==> config.mk <==
export PLATFORM = sky130hd
export DESIGN_NAME = fetch_top
export DESIGN_NICKNAME = d
export VERILOG_FILES = /design/src/fetch_bus_pkg.sv /design/src/fetch_inst_pkg.sv /design/src/fetch_ifs.sv /design/src/inst_predecoder.sv /design/src/next_pc_gen.sv /design/src/imem_access_ctrler.sv /design/src/if_res_buf.sv /design/src/fetch_top.sv
export VERILOG_INCLUDE_DIRS = /design/src
export SDC_FILE = /design/constraint.sdc
export NUM_CORES = 1
export LEC_CHECK = 0
export BUFFER_PORTS_ARGS = -buffer_cell sky130_fd_sc_hd__buf_2
export CORE_MARGIN = 4
export CORE_UTILIZATION = 54
export CTS_CLUSTER_SIZE = 30
export DETAILED_ROUTE_END_ITERATION = 10
export PLACE_DENSITY = 0.77
export SYNTH_ARGS = -nofsm -noshare
export SYNTH_HDL_FRONTEND = slang
export SYNTH_SLANG_ARGS = --single-unit
==> constraint.sdc <==
create_clock -name clk -period 10.5 [get_ports clk]
set_input_delay 0.525 -clock clk [delete_from_list [all_inputs] [get_ports clk]]
set_output_delay 0.525 -clock clk [all_outputs]
set_load 0.1 [all_outputs]
==> src/fetch_defines.svh <==
`ifndef FETCH_DEFINES_SVH
`define FETCH_DEFINES_SVH

// instruction address width
`define FETCH_ADDR_W 32
// pc loaded on a reset request
`define FETCH_RST_PC 32'h0000_0000
// entries in the fetch result buffer
`define IF_RES_DEPTH 3
// requests issued and not yet taken by decode
`define IMEM_MAX_OUTSTANDING 3

`endif

==> src/fetch_bus_pkg.sv <==
`default_nettype none

`include "fetch_defines.svh"

package fetch_bus_pkg;

	typedef logic [`FETCH_ADDR_W-1:0] addr_t; // fetch address
	typedef logic [31:0] inst_t; // raw instruction word

	// error code returned with each memory response
	typedef enum logic [1:0] {
		IMEM_OK        = 2'b00,
		IMEM_MISALIGN  = 2'b01, // pc not word aligned
		IMEM_BUS_ERR   = 2'b10,
		IMEM_TIMEOUT   = 2'b11
	} imem_err_e;

	typedef logic [1:0] outstanding_t; // 0..3 requests in flight

endpackage

`default_nettype wire

==> src/fetch_inst_pkg.sv <==
`default_nettype none

package fetch_inst_pkg;

	// rv32i major opcodes
	typedef enum logic [6:0] {
		OPC_LUI    = 7'b0110111,
		OPC_AUIPC  = 7'b0010111,
		OPC_JAL    = 7'b1101111,
		OPC_JALR   = 7'b1100111,
		OPC_BRANCH = 7'b1100011,
		OPC_LOAD   = 7'b0000011,
		OPC_STORE  = 7'b0100011,
		OPC_IMM    = 7'b0010011,
		OPC_REG    = 7'b0110011,
		OPC_FENCE  = 7'b0001111,
		OPC_SYSTEM = 7'b1110011
	} opcode_e;

	// pre-decode info, 64 bits
	typedef struct packed {
		logic [18:0] rsvd; // always zero
		logic        is_branch;
		logic        is_jal;
		logic        is_jalr;
		logic [4:0]  rs1;
		logic [4:0]  rd;
		logic [31:0] imm; // sign extended, format per type
	} predec_msg_t;

	// side info stored with each fetched word
	typedef struct packed {
		logic                     jump; // predicted taken
		logic                     illegal;
		fetch_bus_pkg::imem_err_e err;
	} if_res_msg_t;

endpackage

`default_nettype wire

==> src/fetch_ifs.sv <==
`default_nettype none

// current word to the pre-decoder and next pc back to the controller
interface predec_if;

	fetch_bus_pkg::inst_t         now_inst;
	fetch_bus_pkg::addr_t         now_pc;
	fetch_inst_pkg::predec_msg_t  msg;
	logic                         is_jalr;
	logic                         illegal; // bad low bits or unknown opcode
	fetch_bus_pkg::addr_t         new_pc;
	logic                         to_jump;

	modport ctrl (output now_inst, now_pc, input msg, is_jalr, illegal, new_pc, to_jump);
	modport dec (input now_inst, output msg, is_jalr, illegal);
	modport pcgen (input now_pc, msg, output new_pc, to_jump);

endinterface

// write side of the result buffer
interface if_res_wr_if;

	logic                         wen;
	logic                         clr; // reset or flush pulse
	fetch_bus_pkg::addr_t         pc;
	fetch_bus_pkg::inst_t         inst;
	fetch_inst_pkg::predec_msg_t  predec;
	fetch_inst_pkg::if_res_msg_t  msg;
	logic                         full;

	modport wr (output wen, clr, pc, inst, predec, msg, input full);
	// buffer side
	modport fifo (input wen, clr, pc, inst, predec, msg, output full);

endinterface

`default_nettype wire

==> src/inst_predecoder.sv <==
`default_nettype none

module inst_predecoder (
	predec_if.dec p
);

	fetch_bus_pkg::inst_t    inst;
	fetch_inst_pkg::opcode_e opc;
	logic                    known; // opcode is one of the rv32i majors

	assign inst = p.now_inst;
	assign opc = fetch_inst_pkg::opcode_e'(inst[6:0]);

	always_comb
	begin
		p.msg = '0;
		known = 1'b1;
		p.msg.rs1 = inst[19:15];
		p.msg.rd = inst[11:7];
		case (opc)
			fetch_inst_pkg::OPC_JAL:
			begin
				p.msg.is_jal = 1'b1;
				p.msg.imm = {{12{inst[31]}}, inst[19:12], inst[20], inst[30:21], 1'b0}; // j-type
			end
			fetch_inst_pkg::OPC_JALR:
			begin
				p.msg.is_jalr = 1'b1;
				p.msg.imm = {{20{inst[31]}}, inst[31:20]};
			end
			fetch_inst_pkg::OPC_BRANCH:
			begin
				p.msg.is_branch = 1'b1;
				p.msg.imm = {{20{inst[31]}}, inst[7], inst[30:25], inst[11:8], 1'b0}; // b-type
			end
			fetch_inst_pkg::OPC_STORE:
				p.msg.imm = {{20{inst[31]}}, inst[31:25], inst[11:7]}; // s-type
			fetch_inst_pkg::OPC_LUI, fetch_inst_pkg::OPC_AUIPC:
				p.msg.imm = {inst[31:12], 12'h000}; // u-type
			fetch_inst_pkg::OPC_LOAD, fetch_inst_pkg::OPC_IMM,
			fetch_inst_pkg::OPC_FENCE, fetch_inst_pkg::OPC_SYSTEM:
				p.msg.imm = {{20{inst[31]}}, inst[31:20]}; // i-type
			fetch_inst_pkg::OPC_REG:
				p.msg.imm = '0; // r-type, no immediate
			default:
				known = 1'b0;
		endcase
	end

	assign p.is_jalr = p.msg.is_jalr;
	// compressed encodings count as illegal here
	assign p.illegal = (inst[1:0] != 2'b11) | ~known;

endmodule

`default_nettype wire

==> src/next_pc_gen.sv <==
`default_nettype none

`include "fetch_defines.svh"

module next_pc_gen (
	predec_if.pcgen                   p,
	input  wire                       to_rst_i,
	input  wire                       to_flush_i,
	input  wire fetch_bus_pkg::addr_t flush_addr_i,
	input  wire fetch_bus_pkg::addr_t jalr_base_i
);

	fetch_bus_pkg::addr_t jalr_sum; // base + imm before clearing bit 0
	logic                 take;     // static prediction says jump

	assign jalr_sum = jalr_base_i + p.msg.imm;
	// jal always, conditional branch only when backward
	assign take = p.msg.is_jal | (p.msg.is_branch & p.msg.imm[31]);

	always_comb
	begin
		p.to_jump = 1'b0;
		if (to_rst_i)
			p.new_pc = `FETCH_RST_PC;
		else if (to_flush_i)
			p.new_pc = flush_addr_i;
		else if (p.msg.is_jalr)
			p.new_pc = {jalr_sum[`FETCH_ADDR_W-1:1], 1'b0};
		else if (take)
		begin
			p.new_pc = p.now_pc + p.msg.imm;
			p.to_jump = 1'b1;
		end
		else
			p.new_pc = p.now_pc + 32'd4; // fall through
	end

endmodule

`default_nettype wire

==> src/imem_access_ctrler.sv <==
`default_nettype none

`include "fetch_defines.svh"

module imem_access_ctrler (
	input  wire                           clk,
	input  wire                           resetn,
	input  wire                           rst_req_i,
	input  wire                           flush_req_i,
	input  wire fetch_bus_pkg::addr_t     flush_addr_i,
	output logic                          rst_ack_o,
	output logic                          flush_ack_o,
	output logic                          to_rst_o,
	output logic                          to_flush_o,
	output fetch_bus_pkg::addr_t          flush_addr_hold_o,
	input  wire                           jalr_base_vld_i,
	input  wire fetch_bus_pkg::addr_t     jalr_base_i,
	output fetch_bus_pkg::addr_t          jalr_base_o,
	output fetch_bus_pkg::addr_t          req_addr_o,
	output logic                          req_valid_o,
	input  wire                           req_ready_i,
	input  wire fetch_bus_pkg::inst_t     resp_rdata_i,
	input  wire fetch_bus_pkg::imem_err_e resp_err_i,
	input  wire                           resp_valid_i,
	input  wire                           res_taken_i,
	predec_if.ctrl                        p,
	if_res_wr_if.wr                       w
);

	localparam fetch_bus_pkg::outstanding_t MAX_OUT = `IMEM_MAX_OUTSTANDING;
	localparam logic [1:0] LAST = `IMEM_MAX_OUTSTANDING - 1; // ring wrap point

	logic                         rst_pend;   // reset waiting for the bus
	logic                         flush_pend; // flush waiting for the bus
	logic                         norm_pend;  // fetched word still owes its successor
	fetch_bus_pkg::inst_t         inst_lat;
	fetch_bus_pkg::addr_t         flush_lat;
	fetch_bus_pkg::addr_t         now_pc_r;
	fetch_bus_pkg::outstanding_t  out_cnt;  // issued, not yet taken or dropped
	fetch_bus_pkg::outstanding_t  out_base; // out_cnt minus what a clear throws away
	fetch_bus_pkg::outstanding_t  buf_cnt;  // words sitting in the result buffer
	fetch_bus_pkg::addr_t         pc_ring [`IMEM_MAX_OUTSTANDING];
	logic [`IMEM_MAX_OUTSTANDING-1:0] supp_ring; // 1 = response belongs to an old stream
	logic [1:0]                   wptr;
	logic [1:0]                   rptr;
	logic                         restart;
	logic                         bus_free; // below limit and bus ready
	logic                         issue;
	logic                         resp_drop;
	logic                         resp_got;
	logic                         now_vld;
	logic                         jalr_ok;
	logic                         jb_flag; // jalr base held in jb_lat
	fetch_bus_pkg::addr_t         jb_lat;

	assign to_rst_o = rst_req_i | rst_pend;
	assign to_flush_o = flush_req_i | flush_pend;
	assign restart = to_rst_o | to_flush_o;
	assign flush_addr_hold_o = flush_req_i ? flush_addr_i : flush_lat;

	assign bus_free = (out_cnt != MAX_OUT) & req_ready_i;
	assign jalr_ok = jalr_base_vld_i | jb_flag;
	assign jalr_base_o = jb_flag ? jb_lat : jalr_base_i;

	// anything answering during a restart is from before it
	assign resp_drop = resp_valid_i & (restart | supp_ring[rptr]);
	assign resp_got = resp_valid_i & ~resp_drop;
	assign now_vld = resp_got | norm_pend;

	assign req_addr_o = p.new_pc;
	assign req_valid_o = (out_cnt != MAX_OUT) & (restart | (now_vld & (~p.is_jalr | jalr_ok)));
	assign issue = req_valid_o & req_ready_i;
	assign rst_ack_o = to_rst_o & issue;
	assign flush_ack_o = to_flush_o & issue;

	assign p.now_inst = norm_pend ? inst_lat : resp_rdata_i;
	assign p.now_pc = now_pc_r;

	assign w.clr = rst_req_i | flush_req_i;
	assign w.wen = resp_got & ~w.full; // never overwrite a full buffer
	assign w.pc = pc_ring[rptr]; // pc of the request being answered
	assign w.inst = resp_rdata_i;
	assign w.predec = p.msg;
	assign w.msg = {p.to_jump, p.illegal, resp_err_i};

	assign out_base = w.clr ? out_cnt - buf_cnt : out_cnt;

	always_ff @(posedge clk or negedge resetn)
	begin
		if (!resetn)
		begin
			rst_pend <= 1'b0;
			flush_pend <= 1'b0;
			norm_pend <= 1'b0;
		end
		else
		begin
			rst_pend <= (rst_pend | rst_req_i) & ~bus_free;
			// a reset request drops a pending flush
			flush_pend <= (flush_pend ? ~rst_req_i : flush_req_i) & ~bus_free;
			norm_pend <= ~w.clr & (norm_pend | resp_got) & ~issue;
		end
	end

	always_ff @(posedge clk or negedge resetn)
	begin
		if (!resetn)
		begin
			out_cnt <= '0;
			buf_cnt <= '0;
		end
		else
		begin
			out_cnt <= out_base + {1'b0, issue} - {1'b0, res_taken_i} - {1'b0, resp_drop};
			if (w.clr)
				buf_cnt <= '0;
			else
				buf_cnt <= buf_cnt + {1'b0, w.wen} - {1'b0, res_taken_i};
		end
	end

	always_ff @(posedge clk or negedge resetn)
	begin
		if (!resetn)
		begin
			wptr <= '0;
			rptr <= '0;
			supp_ring <= '0;
			jb_flag <= 1'b0;
		end
		else
		begin
			if (issue)
			begin
				wptr <= (wptr == LAST) ? 2'd0 : wptr + 2'd1;
				// new entry is live, on restart every other one is stale
				for (int i = 0; i < `IMEM_MAX_OUTSTANDING; i++)
				begin
					if (i == int'(wptr))
						supp_ring[i] <= 1'b0;
					else if (restart)
						supp_ring[i] <= 1'b1;
				end
			end
			if (resp_valid_i)
				rptr <= (rptr == LAST) ? 2'd0 : rptr + 2'd1; // responses come in order
			if (jalr_base_vld_i | issue)
				jb_flag <= jalr_base_vld_i & ~issue; // held until next transfer
		end
	end

	always_ff @(posedge clk)
	begin
		if (resp_valid_i)
			inst_lat <= resp_rdata_i;
		if (flush_req_i)
			flush_lat <= flush_addr_i;
		if (jalr_base_vld_i)
			jb_lat <= jalr_base_i;
		if (issue)
		begin
			now_pc_r <= p.new_pc;
			pc_ring[wptr] <= p.new_pc;
		end
	end

endmodule

`default_nettype wire

==> src/if_res_buf.sv <==
`default_nettype none

`include "fetch_defines.svh"

module if_res_buf (
	input  wire                         clk,
	input  wire                         resetn,
	if_res_wr_if.fifo                   w,
	input  wire                         res_ready_i,
	output logic                        res_valid_o,
	output fetch_bus_pkg::addr_t        res_pc_o,
	output fetch_bus_pkg::inst_t        res_inst_o,
	output fetch_inst_pkg::predec_msg_t res_predec_o,
	output fetch_inst_pkg::if_res_msg_t res_msg_o,
	output logic                        res_taken_o
);

	localparam logic [1:0] LAST = `IF_RES_DEPTH - 1;

	logic [`IF_RES_DEPTH:0]      occ; // one-hot fill level, bit 0 = empty
	logic [1:0]                  wptr;
	logic [1:0]                  rptr;
	fetch_bus_pkg::addr_t        pc_q     [`IF_RES_DEPTH];
	fetch_bus_pkg::inst_t        inst_q   [`IF_RES_DEPTH];
	fetch_inst_pkg::predec_msg_t predec_q [`IF_RES_DEPTH];
	fetch_inst_pkg::if_res_msg_t msg_q    [`IF_RES_DEPTH];

	assign res_valid_o = ~w.clr & ~occ[0]; // nothing leaves in a clear cycle
	assign res_taken_o = res_valid_o & res_ready_i;
	assign w.full = occ[`IF_RES_DEPTH];

	assign res_pc_o = pc_q[rptr];
	assign res_inst_o = inst_q[rptr];
	assign res_predec_o = predec_q[rptr];
	assign res_msg_o = msg_q[rptr];

	always_ff @(posedge clk or negedge resetn)
	begin
		if (!resetn)
		begin
			occ <= 1;
			wptr <= '0;
			rptr <= '0;
		end
		else if (w.clr)
		begin
			occ <= 1;
			wptr <= '0;
			rptr <= '0;
		end
		else
		begin
			if (w.wen ^ res_taken_o)
				occ <= w.wen ? {occ[`IF_RES_DEPTH-1:0], 1'b0} : {1'b0, occ[`IF_RES_DEPTH:1]};
			if (w.wen)
				wptr <= (wptr == LAST) ? 2'd0 : wptr + 2'd1;
			if (res_taken_o)
				rptr <= (rptr == LAST) ? 2'd0 : rptr + 2'd1;
		end
	end

	always_ff @(posedge clk)
	begin
		if (w.wen)
		begin
			pc_q[wptr] <= w.pc;
			inst_q[wptr] <= w.inst;
			predec_q[wptr] <= w.predec;
			msg_q[wptr] <= w.msg;
		end
	end

endmodule

`default_nettype wire

==> src/fetch_top.sv <==
`default_nettype none

module fetch_top (
	input  wire          clk,
	input  wire          resetn,
	output logic [31:0]  imem_req_addr_o,
	output logic         imem_req_valid_o,
	input  wire          imem_req_ready_i,
	input  wire  [31:0]  imem_resp_rdata_i,
	input  wire  [1:0]   imem_resp_err_i,
	input  wire          imem_resp_valid_i,
	input  wire          rst_req_i,
	input  wire          flush_req_i,
	input  wire  [31:0]  flush_addr_i,
	output logic         rst_ack_o,
	output logic         flush_ack_o,
	input  wire          jalr_base_vld_i,
	input  wire  [31:0]  jalr_base_i,
	output logic [127:0] if_res_data_o, // {pc, pre-decode, instruction}
	output logic [3:0]   if_res_msg_o,  // {jump, illegal, err}
	output logic         if_res_valid_o,
	input  wire          if_res_ready_i
);

	logic                        to_rst;
	logic                        to_flush;
	fetch_bus_pkg::addr_t        flush_addr_hold;
	fetch_bus_pkg::addr_t        jalr_base;
	fetch_bus_pkg::imem_err_e    resp_err;
	logic                        res_taken;
	fetch_bus_pkg::addr_t        res_pc;
	fetch_bus_pkg::inst_t        res_inst;
	fetch_inst_pkg::predec_msg_t res_predec;
	fetch_inst_pkg::if_res_msg_t res_msg;

	predec_if    pd ();
	if_res_wr_if rw ();

	assign resp_err = fetch_bus_pkg::imem_err_e'(imem_resp_err_i);
	assign if_res_data_o = {res_pc, res_predec, res_inst};
	assign if_res_msg_o = res_msg;

	inst_predecoder u_dec (.p(pd));

	next_pc_gen u_pcgen (
		.p(pd), .to_rst_i(to_rst), .to_flush_i(to_flush),
		.flush_addr_i(flush_addr_hold), .jalr_base_i(jalr_base)
	);

	imem_access_ctrler u_ctrl (
		.clk(clk), .resetn(resetn),
		.rst_req_i(rst_req_i), .flush_req_i(flush_req_i), .flush_addr_i(flush_addr_i),
		.rst_ack_o(rst_ack_o), .flush_ack_o(flush_ack_o),
		.to_rst_o(to_rst), .to_flush_o(to_flush), .flush_addr_hold_o(flush_addr_hold),
		.jalr_base_vld_i(jalr_base_vld_i), .jalr_base_i(jalr_base_i), .jalr_base_o(jalr_base),
		.req_addr_o(imem_req_addr_o), .req_valid_o(imem_req_valid_o),
		.req_ready_i(imem_req_ready_i),
		.resp_rdata_i(imem_resp_rdata_i), .resp_err_i(resp_err),
		.resp_valid_i(imem_resp_valid_i),
		.res_taken_i(res_taken), .p(pd), .w(rw)
	);

	if_res_buf u_buf (
		.clk(clk), .resetn(resetn), .w(rw), .res_ready_i(if_res_ready_i),
		.res_valid_o(if_res_valid_o), .res_pc_o(res_pc), .res_inst_o(res_inst),
		.res_predec_o(res_predec), .res_msg_o(res_msg), .res_taken_o(res_taken)
	);

endmodule

`default_nettype wire

==> run summary, run 1 <==
Avg Vias per Cell: 5.90
Clock root cell: clkbuf_16
#FFs+latches synth: 586
Final Worst Setup Slack: 2830 ps
Area contributors post-synth: edfxtp_1 59%, mux2i_1 6.5%, o21ai_0 4.1%
Startpoint types: flip-flop
Simple-gate portion of the synthesized area: 8.17%
Vias in the first global route: 17900
Post-synth cell types: 81
Area added between synthesis and finish: 15.0%
Skew-Pair Late Insertion Delay: 620 ps
Leak pwr: 11.3 nW
Post-route cell area: 31200 um^2
Met2 Use GR: 43.6%
Final Slew Violations: 0
Largest net degree at the start of global routing: 105
Worst slew pin tran: 1180 ps
CTS tree: built
Global placer's final weighted congestion: 0.925
Busiest layer in global routing: met2
Critical Path RT: 9980 ps
H-tree Lvls: 2
R2R Setup Slk: 4200 ps
Hold path start: jalr_base_i[28]
Die H: 232 um
Most frequent cell after synthesis: edfxtp_1
Wire per inst: 22.9 um
Synth cell count leaders: 531 x edfxtp_1, 237 x nand2_1, 221 x o21ai_0
CTS Buf Count: 55
DP HPWL: 48900 um
Post-synth EDFFs: 531
Maximum VDD drop: 0.148 mV
Number of fill cells in the layout: 3699
Row cnt: 81
Crit share post-route: 73.0%
Mux cell area share after synthesis: 9.37%
Placed Cells: 2967
Post-synth ARST share: 3.92%
Critical R2R Capture: u_ctrl.pc_ring[2][30]
CP Class: flip-flop to primary output
Final core utilization: 63.3%
Xor and xnor area share after synthesis: 2.68%
Synth Flop Type: edfxtp_1
Crit-path max cell delay: 830 ps
Max FO, Critical Path: 56
Status: finished, final reports clean
F_max: 130 MHz
Yosys top cell area share: 58.8%
Initial antenna violation count: 6
Total number of vias: 18200
Initial Util: 55.0%
GRT Total Usage: 25.8%
DRT iter0 DRCs: 1628
Hold Path Class: primary input to flip-flop
Met3 Use GR: 4.29%
CP Capture Type: primary output
Slew headroom: 20.3%
WHS: 94.2 ps
Clk sink count: 586
Setup Skew: 27.4 ps
Synth Area in Adders: 3.27%
Total negative slack: 0 ps
Synth Warn #: 0
DR pass1 iterations: 6
Post-CTS sizing: 0
Max-cap viol count: 0
Hold Crit Depth: 1
Post-synthesis cell area: 27100 um^2
Tot Pwr: 6.46 mW
Clock Path Buffers: 3
Io pins: 274
Cell taking the most area after synthesis: edfxtp_1
Fin cells: 3075
Synth Instances: 2116
Routed Antenna Nets: 0
Grt ovf: 0
Post-DP Area: 29000 um^2
RSZ-0062 raised after global routing: no
Pwr per Cell Area: 207 nW/um^2
Core ar.: 49300 um^2
Total Wirelength: 70500 um
Reg2Reg Depth: 17
Pre-CTS setup slack: 3600 ps
Largest family of logic cells by synthesized area: compound AO/OA/AOI/OAI gates
Die Footprint: 53800 um^2
Layout cells sized above 1: 20.2%
Setup violators final: 0
# nets final: 2536
Hold Path End: u_ctrl.jb_lat[28]
CTS clock-pin slew for the worst setup and hold paths: 70 ps
Critical R2R Launch: u_ctrl.norm_pend
Worst EP arrival: 7140 ps
PortBufs: 254
Mean Syn Cell Area: 12.8 um^2
Die width: 232 um
Final Critical Period: 7670 ps
Post-synthesis compound-gate area fraction: 10.6%
Final hold violations: 0
DRC errors left: 0
Sequential area share after synthesis: 63.3%
Critical path cell sequence: buf_4 -> nand3_1 -> and2_1 -> a211o_1 -> o22ai_1 -> nand2_1 -> fa_1 -> nand2b_1 -> a211oi_1 -> o21ai_0 -> a311o_1 -> and3_1 -> o21ai_1 -> a21oi_1 -> nand3_1 -> o21ai_0 -> a221oi_1 -> buf_2
Crit path max-delay cell type: a221oi_1
First-pass GRT wire length: 106000 um
GRT met1 Usage: 33.3%
## worst max path at each step
stage | start | endpoint | slack [ps] | cells past startpoint
after detailed placement | u_ctrl.norm_pend | imem_req_addr_o[30] | 3600 | 20
after global routing | u_ctrl.norm_pend | imem_req_addr_o[31] | 2240 | 19
after floorplan | u_ctrl.norm_pend | u_ctrl.p.now_pc[26] | 330 | 16
after global placement | u_ctrl.norm_pend | imem_req_addr_o[30] | 3640 | 20
final | u_ctrl.norm_pend | imem_req_addr_o[30] | 2830 | 18
after CTS | u_ctrl.norm_pend | imem_req_addr_o[30] | 2890 | 18
## what timing repair did
item / 4_1_cts / 5_1_grt
buffers inserted: 0 / 0
hold buffers: 1 / 0
hold endpoints to repair: 22 / 0
## cell usage in the layout (no fill, tap or decap), types with 9 or more instances in the layout
cell type	netlist	final
a211oi_1	26	26
a21o_1	26	26
a21oi_1	100	100
a31oi_1	12	12
and3_1	16	16
buf_2	7	254
buf_4	20	32
bufinv_16	0	11
clkbuf_16	0	60
clkinv_2	0	18
conb_1	1	19
dfrtp_1	22	18
dfxtp_1	32	32
edfxtp_1	531	531
ha_1	66	66
inv_1	40	40
mux2_2	70	70
mux2i_1	175	175
nand2_1	237	237
nand2b_1	16	16
nand3_1	35	35
nand4_1	10	10
nor2_1	100	99
nor3_1	22	20
o211ai_1	12	12
o21ai_0	221	221
o21bai_1	9	9
or2_2	9	9
xnor2_1	49	49
xor2_1	34	34
## power by group
part	internal [mW]	switching [mW]
logic	0.357	0.968
clock network	1.35	0.889
registers	2.81	0.0972
total	4.51	1.95
## per-layer routing
metal	up-vias	part of all wire (%)
li1	8411	-
met1	8885	40
met2	692	50
met3	159	6.1
met4	6	4.2
met5	-	0.052
## flip-flops by register name, summed over array words and instances, names as in the netlist, 3 cells and up
signal,count
u_buf.inst_q,96
u_buf.msg_q,12
u_buf.occ,4
u_buf.pc_q,96
u_buf.predec_q,135
u_ctrl.flush_lat,32
u_ctrl.inst_lat,32
u_ctrl.jb_lat,32
u_ctrl.p.now_pc,32
u_ctrl.pc_ring,96
u_ctrl.supp_ring,3
## cell families after synthesis
group	count (synthesis)
AO/OA/AOI/OAI	483
XOR/XNOR	83
adder cells (fa/ha/maj)	69
buffers and inverters	158
flip-flops	586
multiplexers	245
other	1
AND/OR/NAND/NOR	491
## critical path: cells and delay by family (launching register included)
kind | cells | cell delay (ps)
AOI/OAI and AO/OA | 9 | 3440
adders and majority gates | 1 | 460
buffers and inverters | 2 | 1120
DFF | 1 | 340
and+or+nand+nor | 6 | 1170
## cell type report
cell class	instances	area, um^2	area share (%)
tap	664	831	2.67
antenna	3	7.51	0.0241
clock inverter	39	533	1.71
clock buffer	65	1560	5.01
timing repair buffer	287	1520	4.88
inverter	41	154	0.494
sequential	586	17200	55.1
multi-input combinational	1390	9380	30.1
Power figures use the tool's default switching activity.
==> run 2: changes to the inputs <==
Settings changed: CORE_UTILIZATION 54 to 55, PLACE_DENSITY 0.77 to 0.75.
Clock period 10.5 ns to 7.1 ns, I/O delays scaled along.
==> run summary, run 2 (synthesis gave the netlist of run 1 again) <==
Total negative slack: 0 ps (unchanged)
Final core utilization: 64.6% (was 63.3%)
Grt ovf: 0 (unchanged)
Clock Path Buffers: 3 (unchanged)
Max-cap viol count: 0 (unchanged)
Final Slew Violations: 0 (unchanged)
Clock root cell: clkbuf_16 (unchanged)
CTS clock-pin slew for the worst setup and hold paths: 60 ps (was 70 ps)
Largest net degree at the start of global routing: 107 (was 105)
Pwr per Cell Area: 294 nW/um^2 (was 207 nW/um^2)
Setup Skew: 22.3 ps (was 27.4 ps)
Max FFs per register: 135 (unchanged)
Die H: 230 um (was 232 um)
Top reg by flops: u_buf.predec_q (unchanged)
Startpoint types: flip-flop (unchanged)
Tot Pwr: 9.27 mW (was 6.46 mW)
Routed Antenna Nets: 0 (unchanged)
Global placer's final weighted congestion: 0.947 (was 0.925)
Crit path max-delay family: compound AO/OA/AOI/OAI gates (unchanged)
Initial Util: 55.5% (was 55.0%)
Total Wirelength: 70000 um (was 70500 um)
Die Footprint: 52900 um^2 (was 53800 um^2)
Clk sink count: 586 (unchanged)
CP Class: flip-flop to primary output (unchanged)
Row cnt: 81 (unchanged)
Initial antenna violation count: 2 (was 6)
Status: finished, final reports clean (unchanged)
Maximum VDD drop: 0.247 mV (was 0.148 mV)
Area added between synthesis and finish: 16.4% (was 15.0%)
Max FO, Critical Path: 23 (was 56)
Layout cells sized above 1: 19.7% (was 20.2%)
Critical path cell sequence: buf_4 -> nor3_1 -> a21oi_1 -> a311oi_1 -> nor2_1 -> and3_1 -> nor2_1 -> ha_1 -> nand2_1 -> nor2_1 -> a211oi_1 -> o21ai_0 -> or3_1 -> o31ai_1 -> nand2_1 -> xor2_1 -> a221oi_1 -> a21oi_1 -> buf_2 (was buf_4 -> nand3_1 -> and2_1 -> a211o_1 -> o22ai_1 -> nand2_1 -> fa_1 -> nand2b_1 -> a211oi_1 -> o21ai_0 -> a311o_1 -> and3_1 -> o21ai_1 -> a21oi_1 -> nand3_1 -> o21ai_0 -> a221oi_1 -> buf_2)
DRC errors left: 0 (unchanged)
Vias in the first global route: 18000 (was 17900)
Crit path max-delay cell type: dfrtp_4 (was a221oi_1)
Skew-Pair Late Insertion Delay: 590 ps (was 620 ps)
Setup violators final: 0 (unchanged)
GRT Total Usage: 25.6% (was 25.8%)
DP HPWL: 48200 um (was 48900 um)
Reg2Reg Depth: 18 (was 17)
Worst EP arrival: 6420 ps (was 7140 ps)
Critical Path RT: 6740 ps (was 9980 ps)
Leak pwr: 11.4 nW (was 11.3 nW)
Most frequent cells in the layout: 531 x edfxtp_1, 248 x buf_2, 237 x nand2_1 (was 531 x edfxtp_1, 254 x buf_2, 237 x nand2_1)
RSZ-0062 raised after global routing: no (unchanged)
# nets final: 2593 (was 2536)
Die width: 230 um (was 232 um)
DR pass1 iterations: 7 (was 6)
Most common cell after layout, fill and taps aside: edfxtp_1 (unchanged)
PortBufs: 254 (unchanged)
Final hold violations: 0 (unchanged)
Crit-path most repeated cell: nor2_1
Slew headroom: 23.8% (was 20.3%)
CTS tree: built (unchanged)
CTS Buf Count: 56 (was 55)
Hold Path Class: primary input to flip-flop (unchanged)
Avg Vias per Cell: 5.87 (was 5.90)
Hold Crit Depth: 1 (unchanged)
Wire per inst: 22.4 um (was 22.9 um)
First-pass GRT wire length: 105000 um (was 106000 um)
Crit share post-route: 95.4%
Total number of vias: 18400 (was 18200)
Buf+Inv Stages, Crit Path: 2 (unchanged)
Worst slew pin tran: 1130 ps (was 1180 ps)
CP Capture Type: primary output (unchanged)
DRT iter0 DRCs: 1714 (was 1628)
# Post-CTS Setup Buffers: 0 (unchanged)
H-tree Lvls: 2 (unchanged)
Post-DP Area: 29100 um^2 (was 29000 um^2)
Io pins: 274 (unchanged)
CP Depth: 19 (was 18)
Crit-path max cell delay: 590 ps (was 830 ps)
F_max: 148 MHz
Core ar.: 48800 um^2 (was 49300 um^2)
Final Critical Period: 6770 ps
Post-route cell area: 31500 um^2 (was 31200 um^2)
run 2: cell count changes in the layout (fill, tap and decap cells not counted), sizes merged, moves of 2 or more:
| cell | previous run | this run |
|---|---|---|
| clkinvlp | 0 | 2 |
| clkbuf | 65 | 75 |
| inv | 46 | 42 |
| bufinv | 11 | 7 |
| dlygate4sd3 | 1 | 51 |
run 2: repair_timing:
| item | in CTS | in global routing |
|---|---|---|
| gates resized for setup | 0 | 15 |
| setup endpoints to repair | 0 | 14 |
| endpoints found under the hold margin | 116 | 0 |
| hold buffers | 51 | 0 |
run 2: layout make-up:
class | instances | area, um^2
clock inverters | 33 | 347
fillers | 3668 | 17300
multi-input cells | 1390 | 9430
inverters | 41 | 154
well taps | 664 | 831
flip-flops and latches | 586 | 17200
clock buffers | 70 | 1510
repair buffers | 343 | 2110
diodes | 2 | 5.00
run 2: where the power goes:
| group | total (mW) | leakage, nW | switching, mW | internal, mW |
|---|---|---|---|---|
| sequential | 4.31 | 5.46 | 0.154 | 4.16 |
| combinational | 1.96 | 5.01 | 1.41 | 0.553 |
| clock | 3.00 | 0.911 | 1.24 | 1.75 |
| total | 9.27 | 11.4 | 2.81 | 6.46 |
run 2: through the flow:
| step | worst slack, ps | hold WS [ps] | cells |
|---|---|---|---|
| 2_1_floorplan | 6.11 | 59.4 | 2134 |
| 3_3_place_gp | 969 | 366 | 2973 |
| 3_5_place_dp | 810 | 375 | 2973 |
| 4_1_cts | 144 | 1.20 | 3127 |
| 5_1_grt | 3.33 | 6.40 | 3129 |
| 6_report | 328 | 29.4 | 3129 |
run 2: worst paths after layout:
path,startpoint,endpoint,slack (ps)
worst max-delay path,u_ctrl.norm_pend,imem_req_addr_o[29],330
worst min-delay path,imem_resp_rdata_i[28],u_buf.inst_q[1][28],30
worst max register to register,u_ctrl.norm_pend,u_ctrl.p.now_pc[28],1470
worst min register to register,u_ctrl.flush_lat[18],u_ctrl.flush_lat[18],470
max in group asynchronous,resetn,u_buf.rptr[1],6370
min in group asynchronous,resetn,u_buf.occ[3],320
run 2: layer usage:
layer,track usage (%),vias to the layer above,routed length (um)
li1,-,8536,-
met1,32.6,9060,27900
met2,44.9,643,35600
met3,4.99,120,4520
met4,7.24,0,2010
met5,0,-,0
